`config.mk`:
```
export PLATFORM = sky130hd
export DESIGN_NAME = matrix_divider_top
export DESIGN_NICKNAME = d
export VERILOG_FILES = /design/src/rtl/matrix_divider_pkg.sv /design/src/rtl/integer_divider_core.sv /design/src/rtl/matrix_divider_ctrl.sv /design/src/rtl/matrix_divider_top.sv /design/src/rtl/operand_capture.sv
export VERILOG_INCLUDE_DIRS = /design/src /design/src/rtl
export SDC_FILE = /design/constraint.sdc
export NUM_CORES = 1
export LEC_CHECK = 0
export ABC_AREA = 0
export BUFFER_PORTS_ARGS = -buffer_cell sky130_fd_sc_hd__buf_2
export CAP_MARGIN = 40
export CORE_UTILIZATION = 50
export DETAILED_ROUTE_END_ITERATION = 12
export PLACE_DENSITY = 0.85
export SETUP_SLACK_MARGIN = 0.15
export SLEW_MARGIN = 10
export SYNTH_ARGS = -nofsm -noshare
export SYNTH_HDL_FRONTEND = slang
export SYNTH_SLANG_ARGS = --single-unit
export TNS_END_PERCENT = 1
```
`constraint.sdc`:
```
create_clock -name CLK -period 2.2 [get_ports CLK]
set_input_delay 0.44 -clock CLK [delete_from_list [all_inputs] [get_ports CLK]]
set_output_delay 0.44 -clock CLK [all_outputs]
set_load 0.005 [all_outputs]
```
`src/rtl/matrix_divider_defines.svh`:
```
/*
  Width and iteration macros for the matrix divider.
  Include wherever a width or the divider step count is needed.
*/

`ifndef MATRIX_DIVIDER_DEFINES_SVH
`define MATRIX_DIVIDER_DEFINES_SVH

// Dividend, divisor, quotient and remainder width
`define MD_DATA_WIDTH 16

// Row and column count width, up to 15 by 15
`define MD_INDEX_WIDTH 4

// One quotient bit per iteration
`define MD_DIV_STEPS `MD_DATA_WIDTH

`endif

```
`src/rtl/matrix_divider_pkg.sv`:
```
/*
  Shared types of the matrix divider: operands, matrix size and result.
  Modules import this package in their header.
*/

`default_nettype none

`include "matrix_divider_defines.svh"

package matrix_divider_pkg;

  ////////////////////////////////////////
  // Operand elements
  ////////////////////////////////////////

  // Element on the A stream
  typedef logic [`MD_DATA_WIDTH-1:0] dividend_t;

  // Element on the B stream
  typedef logic [`MD_DATA_WIDTH-1:0] divisor_t;

  ////////////////////////////////////////
  // Matrix shape and result
  ////////////////////////////////////////

  // Both counts are at least one
  typedef struct packed {
    logic [`MD_INDEX_WIDTH-1:0] rows;
    logic [`MD_INDEX_WIDTH-1:0] cols;
  } matrix_size_t;

  // Quotient in the upper half, remainder in the lower half
  typedef struct packed {
    logic [`MD_DATA_WIDTH-1:0] quotient;
    logic [`MD_DATA_WIDTH-1:0] remainder;
  } div_result_t;

endpackage

`default_nettype wire

```
`src/rtl/integer_divider_core.sv`:
```
/*
  Unsigned restoring divider, one quotient bit per cycle.
  Pulse start with the operands; done follows `MD_DIV_STEPS + 1 cycles later.
*/

`timescale 1ns/1ns
`default_nettype none

`include "matrix_divider_defines.svh"

module integer_divider_core
  import matrix_divider_pkg::*;
(
  input  logic        CLK,
  input  logic        RST,
  input  logic        start,
  input  dividend_t   dividend,
  input  divisor_t    divisor,
  output logic        busy,
  output logic        done,
  output div_result_t result
);

  localparam int unsigned W        = `MD_DATA_WIDTH;
  localparam int unsigned CNT_W    = $clog2(`MD_DIV_STEPS);
  localparam int unsigned LAST_STEP = `MD_DIV_STEPS - 1;

  ////////////////////////////////////////
  // Datapath registers
  ////////////////////////////////////////

  // Partial remainder
  logic [W-1:0]     rem_q;
  // Dividend shifts out on top, quotient bits shift in below
  logic [W-1:0]     quo_q;
  logic [W-1:0]     dsr_q;
  logic [CNT_W-1:0] step_cnt;

  // One restoring step
  logic [W:0] trial;
  logic [W:0] diff;
  logic       fits;

  assign trial = {rem_q, quo_q[W-1]};
  assign diff  = trial - {1'b0, dsr_q};
  // Zero divisor always fits, hence all-ones quotient
  assign fits  = (trial >= {1'b0, dsr_q});

  ////////////////////////////////////////
  // Control
  ////////////////////////////////////////

  always_ff @(posedge CLK or posedge RST) begin
    if (RST) begin
      busy     <= 1'b0;
      done     <= 1'b0;
      step_cnt <= '0;
    end else begin
      done <= 1'b0;
      if (!busy && start) begin
        busy     <= 1'b1;
        step_cnt <= '0;
      end else if (busy) begin
        step_cnt <= step_cnt + 1'b1;
        // Last bit retired this cycle
        if (step_cnt == LAST_STEP[CNT_W-1:0]) begin
          busy <= 1'b0;
          done <= 1'b1;
        end
      end
    end
  end

  // Load on start, then shift-subtract while busy
  always_ff @(posedge CLK) begin
    if (!busy && start) begin
      rem_q <= '0;
      quo_q <= dividend;
      dsr_q <= divisor;
    end else if (busy) begin
      rem_q <= fits ? diff[W-1:0] : trial[W-1:0];
      quo_q <= {quo_q[W-2:0], fits};
    end
  end

  // Valid while done is high
  assign result.quotient  = quo_q;
  assign result.remainder = rem_q;

endmodule

`default_nettype wire

```
`src/rtl/matrix_divider_ctrl.sv`:
```
/*
  Row and column sequencer of the matrix divider.
  Pairs captured operands, launches the core, registers each result
  and flags row ends and the last element.
*/

`timescale 1ns/1ns
`default_nettype none

`include "matrix_divider_defines.svh"

module matrix_divider_ctrl
  import matrix_divider_pkg::*;
(
  input  logic         CLK,
  input  logic         RST,
  input  logic         start,
  input  matrix_size_t size,
  input  logic         a_full,
  input  logic         b_full,
  input  logic         core_done,
  input  div_result_t  core_result,
  output logic         take,
  output logic         core_start,
  output logic         out_enable,
  output logic         row_end,
  output logic         ready,
  output div_result_t  out
);

  ////////////////////////////////////////
  // State and indices
  ////////////////////////////////////////

  typedef enum logic [1:0] {
    ST_IDLE,
    ST_WAIT,
    ST_DIV,
    ST_EMIT
  } ctrl_state_t;

  ctrl_state_t state;

  logic [`MD_INDEX_WIDTH-1:0] row_idx;
  logic [`MD_INDEX_WIDTH-1:0] col_idx;

  // Size is stable from start until ready
  logic [`MD_INDEX_WIDTH-1:0] last_row;
  logic [`MD_INDEX_WIDTH-1:0] last_col;
  logic                       at_last_col;
  logic                       at_last_elem;
  logic                       pair_ready;

  assign last_row     = size.rows - 1'b1;
  assign last_col     = size.cols - 1'b1;
  assign at_last_col  = (col_idx == last_col);
  assign at_last_elem = at_last_col && (row_idx == last_row);
  // Both operands waiting in their capture units
  assign pair_ready   = a_full && b_full;

  ////////////////////////////////////////
  // FSM
  ////////////////////////////////////////

  always_ff @(posedge CLK or posedge RST) begin
    if (RST) begin
      state      <= ST_IDLE;
      row_idx    <= '0;
      col_idx    <= '0;
      take       <= 1'b0;
      core_start <= 1'b0;
      out_enable <= 1'b0;
      row_end    <= 1'b0;
      ready      <= 1'b0;
    end else begin
      // Every strobe is a single-cycle pulse
      take       <= 1'b0;
      core_start <= 1'b0;
      out_enable <= 1'b0;
      row_end    <= 1'b0;
      ready      <= 1'b0;

      case (state)
        ST_IDLE: begin
          if (start) begin
            row_idx <= '0;
            col_idx <= '0;
            state   <= ST_WAIT;
          end
        end

        ST_WAIT: begin
          // Take and launch together
          if (pair_ready) begin
            take       <= 1'b1;
            core_start <= 1'b1;
            state      <= ST_DIV;
          end
        end

        ST_DIV: begin
          if (core_done) begin
            out_enable <= 1'b1;
            row_end    <= at_last_col;
            ready      <= at_last_elem;

            // Row-major stepping
            if (at_last_col) begin
              col_idx <= '0;
              row_idx <= at_last_elem ? '0 : row_idx + 1'b1;
            end else begin
              col_idx <= col_idx + 1'b1;
            end
            state <= ST_EMIT;
          end
        end

        ST_EMIT: begin
          // Result is on the outputs this cycle
          if (ready) begin
            state <= ST_IDLE;
          end else if (pair_ready) begin
            // Next pair already captured, launch without a wait cycle
            take       <= 1'b1;
            core_start <= 1'b1;
            state      <= ST_DIV;
          end else begin
            state <= ST_WAIT;
          end
        end

        default: begin
          state <= ST_IDLE;
        end
      endcase
    end
  end

  ////////////////////////////////////////
  // Result register
  ////////////////////////////////////////

  // Payload only, qualified by out_enable
  always_ff @(posedge CLK) begin
    if (state == ST_DIV && core_done) begin
      out <= core_result;
    end
  end

endmodule

`default_nettype wire

```
`src/rtl/matrix_divider_top.sv`:
```
/*
  Element-wise matrix divider top level.
  Pulse start with size, then stream A and B elements in row-major order.
  Results come back as out_enable pulses with row_end and ready flags.
*/

`timescale 1ns/1ns
`default_nettype none

module matrix_divider_top
  import matrix_divider_pkg::*;
(
  input  logic         CLK,
  input  logic         RST,
  input  logic         start,
  input  matrix_size_t size,
  input  logic         a_enable,
  input  dividend_t    a_data,
  input  logic         b_enable,
  input  divisor_t     b_data,
  output logic         out_enable,
  output div_result_t  out,
  output logic         row_end,
  output logic         ready
);

  ////////////////////////////////////////
  // Internal wires
  ////////////////////////////////////////

  // Capture units
  logic        a_full;
  logic        b_full;
  dividend_t   a_value;
  divisor_t    b_value;
  logic        take;

  // Divider core
  logic        core_start;
  logic        core_done;
  div_result_t core_result;

  ////////////////////////////////////////
  // Operand capture, A and B
  ////////////////////////////////////////

  operand_capture #(
    .payload_t (dividend_t)
  ) u_a_capture (
    .CLK    (CLK),
    .RST    (RST),
    .enable (a_enable),
    .data   (a_data),
    .take   (take),
    .full   (a_full),
    .value  (a_value)
  );

  operand_capture #(
    .payload_t (divisor_t)
  ) u_b_capture (
    .CLK    (CLK),
    .RST    (RST),
    .enable (b_enable),
    .data   (b_data),
    .take   (take),
    .full   (b_full),
    .value  (b_value)
  );

  // Sequencer
  matrix_divider_ctrl u_ctrl (
    .CLK         (CLK),
    .RST         (RST),
    .start       (start),
    .size        (size),
    .a_full      (a_full),
    .b_full      (b_full),
    .core_done   (core_done),
    .core_result (core_result),
    .take        (take),
    .core_start  (core_start),
    .out_enable  (out_enable),
    .row_end     (row_end),
    .ready       (ready),
    .out         (out)
  );

  // Shared divider working one element at a time
  integer_divider_core u_core (
    .CLK      (CLK),
    .RST      (RST),
    .start    (core_start),
    .dividend (a_value),
    .divisor  (b_value),
    .busy     (),
    .done     (core_done),
    .result   (core_result)
  );

endmodule

`default_nettype wire

```
`src/rtl/operand_capture.sv`:
```
/*
  One-deep holding register for an operand stream.
  Captures a value on its strobe, holds it with full set, and frees it on take.
*/

`timescale 1ns/1ns
`default_nettype none

module operand_capture
  import matrix_divider_pkg::*;
#(
  parameter type payload_t = dividend_t
) (
  input  logic     CLK,
  input  logic     RST,
  input  logic     enable,
  input  payload_t data,
  input  logic     take,
  output logic     full,
  output payload_t value
);

  // Strobe is accepted only while empty
  logic accept;

  assign accept = enable && !full;

  ////////////////////////////////////////
  // Full flag
  ////////////////////////////////////////

  always_ff @(posedge CLK or posedge RST) begin
    if (RST) begin
      full <= 1'b0;
    end else if (take) begin
      // Consumed by the controller
      full <= 1'b0;
    end else if (accept) begin
      full <= 1'b1;
    end
  end

  // Held operand, payload only
  always_ff @(posedge CLK) begin
    if (accept) begin
      value <= data;
    end
  end

endmodule

`default_nettype wire
```
==> out/results.tsv <==
stage	metric	value	unit
clocking	tritoncts_num_sinks	134	
sta	timing_worst_slew_pin_value	804	ps
setup_path	cp_top_family	compound AO/OA/AOI/OAI gates	
setup_path	timing.critical_path.mode_cell	buf_4	
final_layout	antenna-diode-count	0	
logic_synthesis	synth.ff_latch_count	134	
routing	totalWireLength	14.4	mm
setup_path	setup.worst_path.start_class	register	
sta	setup-violations-final	13	
clocking	clock_tree.htree_level_count	4	
sta	layout_min_cycle_time	2310	ps
logic_synthesis	synth.top_cells.by_count	edfxtp_1, inv_1, nand2_1, dfrtp_1	
logic_synthesis	syn-cell-area	0.00594	mm^2
routing	initialDrtViolationCount	279	
global_routing	gr-total-overflow	0	
sta	worst_slack	-110	ps
logic_synthesis	synth_edf_count	96	
sta	drv_slew	0	
global_routing	grt_start_max_net_pins	31	
sta	maxClockFrequency	0.433	GHz
clocking	cts-root-to-sink-buffers	2	
final_layout	final_cell_area	0.00802	mm^2
floorplanning	initial_utilization	51.6	%
floorplanning	top_level_ports	80	
routing	detailedRoute.firstPassIterationCount	9	
routing	detail_route.wl_per_cell	18.6	um
routing	dr.max_layer_used	met4	
sta	clock_skew	7.17	ps
routing	drt_drc_violations_left	6	
global_routing	antenna_found_initial	0	
placed_design	port_buffer_cells	79	
clocking	clock_insertion_delay_at_the_later_pin_of_the_skew_report	420	ps
global_routing	global_route_usage_sum	24.3	%
sta	final.period_utilization	105	%
clocking	cts_tree	yes	
power_and_ir_drop	static-leakage-power	3.26	nW
floorplanning	die_area	0.0123	mm^2
floorplanning	floorplan.die.width	111	um
routing	route.met2.wl	7.25	mm
logic_synthesis	synth_cell_types	63	
setup_path	worstPathRequired	2480	ps
power_and_ir_drop	cellPowerDensity	1500	mW/mm^2
sta	slew_headroom	46.4	%
setup_path	critPathArrivalTime	2590	ps
routing	detail_route.vias_per_cell	5.67	
sta	hold_ws	187	ps
setup_path	critical_path_cell_count	10	
power_and_ir_drop	ir_worst_vdd	0.000638	V
setup_path	crit_slowest_cell	a211o_4	
setup_path	timing.critical_path.slowest_cell_delay	420	ps
setup_path	critPathCaptureType	register	
outcome	result_of_the_run	complete, but fails checks	
floorplanning	coreArea	0.0115	mm^2
logic_synthesis	most_frequently_used_cell_type_in_the_post_synthesis_netlist	edfxtp_1	
logic_synthesis	synthDominantAreaCellType	edfxtp_1	
power_and_ir_drop	power_frac_comb	41.6	%
setup_path	critical_path.cell_chain	inv_2 -> ha_4 -> buf_4 -> a21o_1 -> nand2_2 -> a21bo_1 -> a211o_4 -> buf_4 -> a41oi_1 -> o31ai_1	
power_and_ir_drop	p_total	12.0	mW
routing	wirelength_met1	5.84	mm
power_and_ir_drop	power.net_switching	4.15	mW
global_routing	global_route_wire_length_before_repair	22.7	mm
logic_synthesis	ys_async_sr_fraction	16.4	%
outcome	violations	DRC, setup timing	
floorplanning	die_height	111	um
sta	final-hold-violation-count	0	
routing	routed-via-count	4377	
final_layout	instances_no_fill	772	
logic_synthesis	synth_seq_area_share	63.1	%
job	timing.max_cap.violations	0	
power_and_ir_drop	sw_frac_of_total	34.5	%
clocking	clkSlewWorstSetupHoldPaths	60	ps
placed_design	replace_congestion	0.956	
power_and_ir_drop	power_frac_clock	25.6	%
logic_synthesis	netlist_instances	455	
clocking	clockRootBuffer	clkbuf_16	
logic_synthesis	ys_warn_count	0	
power_and_ir_drop	power.internal	7.89	mW
final_layout	layout_cell_share_with_drive_strength_beyond_1	40.9	%
final_layout	layout.nets	683	
placed_design	half_perimeter_wire_length_after_detailed_placement	9.57	mm
global_routing	via_count_of_the_first_global_routing_pass	4522	
logic_synthesis	syn_nets	522	
sta	unrepaired_setup_endpoints_after_global_routing	yes	
setup_path	critPathBufInv	3	
placed_design	placed_cells	735	
final_layout	final.fill_count	774	
logic_synthesis	synthTopCellsByArea	edfxtp_1, dfrtp_1, dfxtp_1	
logic_synthesis	syn_area_per_cell	13.1	um^2
setup_path	critical_path_peak_fanout	7	
final_layout	syn2layout_area_growth	35.0	%
placed_design	placedInstanceArea	0.00702	mm^2
routing	route.met3.wl	858	um
routing	drt.antenna.violating_nets	0	
clocking	cts_buffers	17	
worst_hold_path	worst_hold_path.num_cells	1	
worst_hold_path	worstHoldPathType	in -> reg	
logic_synthesis	synthFlopType	edfxtp_1	
setup_path	path_class	reg -> reg	
setup_path	worst-r2r-cell-count	10	
logic_synthesis	netlist.area_leader.share	48.5	%
power_and_ir_drop	seq_power_share	32.8	%
floorplanning	floorplan.rows	39	
state kept, by name, summed over array words and instances, names as in the netlist, 16 cells and up:
| name | cells |
|---|---|
| u_core.quo_q | 16 |
| u_core.rem_q | 16 |
| u_core.dsr_q | 16 |
| u_ctrl.out | 32 |
| u_b_capture.value | 16 |
| u_a_capture.value | 16 |
power by group through the flow:
stage / combinational [mW] / sequential [mW] / clock, mW
after floorplan: 2.55 / 3.82 / 0
after global placement: 4.02 / 3.89 / 0
after detailed placement: 4.19 / 3.93 / 0
after CTS: 4.52 / 3.92 / 3.11
after global routing: 5.37 / 4.02 / 3.23
final: 5.01 / 3.95 / 3.09
cell type report:
cell class	instances	area, um^2	area share, %
Timing Repair Buffer	156	1000	12.5
Tap cell	143	179	2.23
Inverter	34	128	1.59
Multi-Input combinational cell	273	2320	28.9
Clock buffer	17	425	5.30
Clock inverter	15	215	2.68
Sequential cell	134	3750	46.8
per-layer routing:
metal  vias to the layer above  GRT usage [%]
met5                         -              0
met4                         0           11.8
met3                        36           4.87
met2                       155           41.3
met1                      2159           29.6
li1                       2027              -
stage by stage:
step / setup WS, ps / util, % / setup TNS, ps
after floorplan: -88.8 / - / -799
after global placement: -202 / 60.7 / -1360
after detailed placement: -272 / 61.0 / -1940
after CTS: -91.5 / 68.0 / -549
after global routing: -162 / 69.7 / -2020
final: -110 / 69.7 / -921
logic make-up (layout without fill, tap and decap cells):
kind of cell	after synthesis	after routing	synth area share, %
AO/OA/AOI/OAI	93	93	11.3
AND/OR/NAND/NOR	113	113	9.96
adder cells (fa/ha/maj)	22	22	4.76
XOR/XNOR	23	23	3.62
buffers and inverters	48	222	3.20
multiplexers	22	22	4.06
flip-flops	134	134	63.1
layout by cell type, fill, tap and decap left out, types with 4 or more instances in the layout:
cell and count:
xnor2_1 10, and2_1 4, buf_4 73, nand3_1 10, o21ai_0 13, nor3_1 9
clkbuf_16 17, edfxtp_1 96, inv_1 29, nand2_1 26, a221o_1 4, mux2i_1 5
ha_1 10, o31ai_1 5, a21oi_2 4, dfxtp_1 16, ha_4 11, dfrtp_1 22
buf_2 79, a21o_1 5, nand4_1 13, nor2_1 17, inv_6 5, mux2_2 17
bufinv_16 4, nor2b_1 10, o211ai_1 7, a21oi_1 16, xor2_1 12, inv_2 5
what timing repair did:
action                                 in CTS  in global routing
setup endpoints to repair                  17                 17
hold buffers                                1                  0
gates cloned                                0                  0
buffers inserted                            1                  3
resized for setup                          30                 30
pin swaps                                   9                 17
endpoints found under the hold margin       1                  0
path summary, 6_finish.rpt:
path	start	end	slack, ps
worst min register to register	u_b_capture.value[10]	u_core.dsr_q[10]	420
min in group asynchronous	RST	u_ctrl.out_enable	440
max in group asynchronous	RST	u_core.step_cnt[0]	1420
worst max register to register	u_core.dsr_q[3]	u_core.rem_q[9]	-110
worst max-delay path	u_core.dsr_q[3]	u_core.rem_q[9]	-110
worst min-delay path	a_data[5]	u_a_capture.value[5]	190
Power figures use the tool's default switching activity.
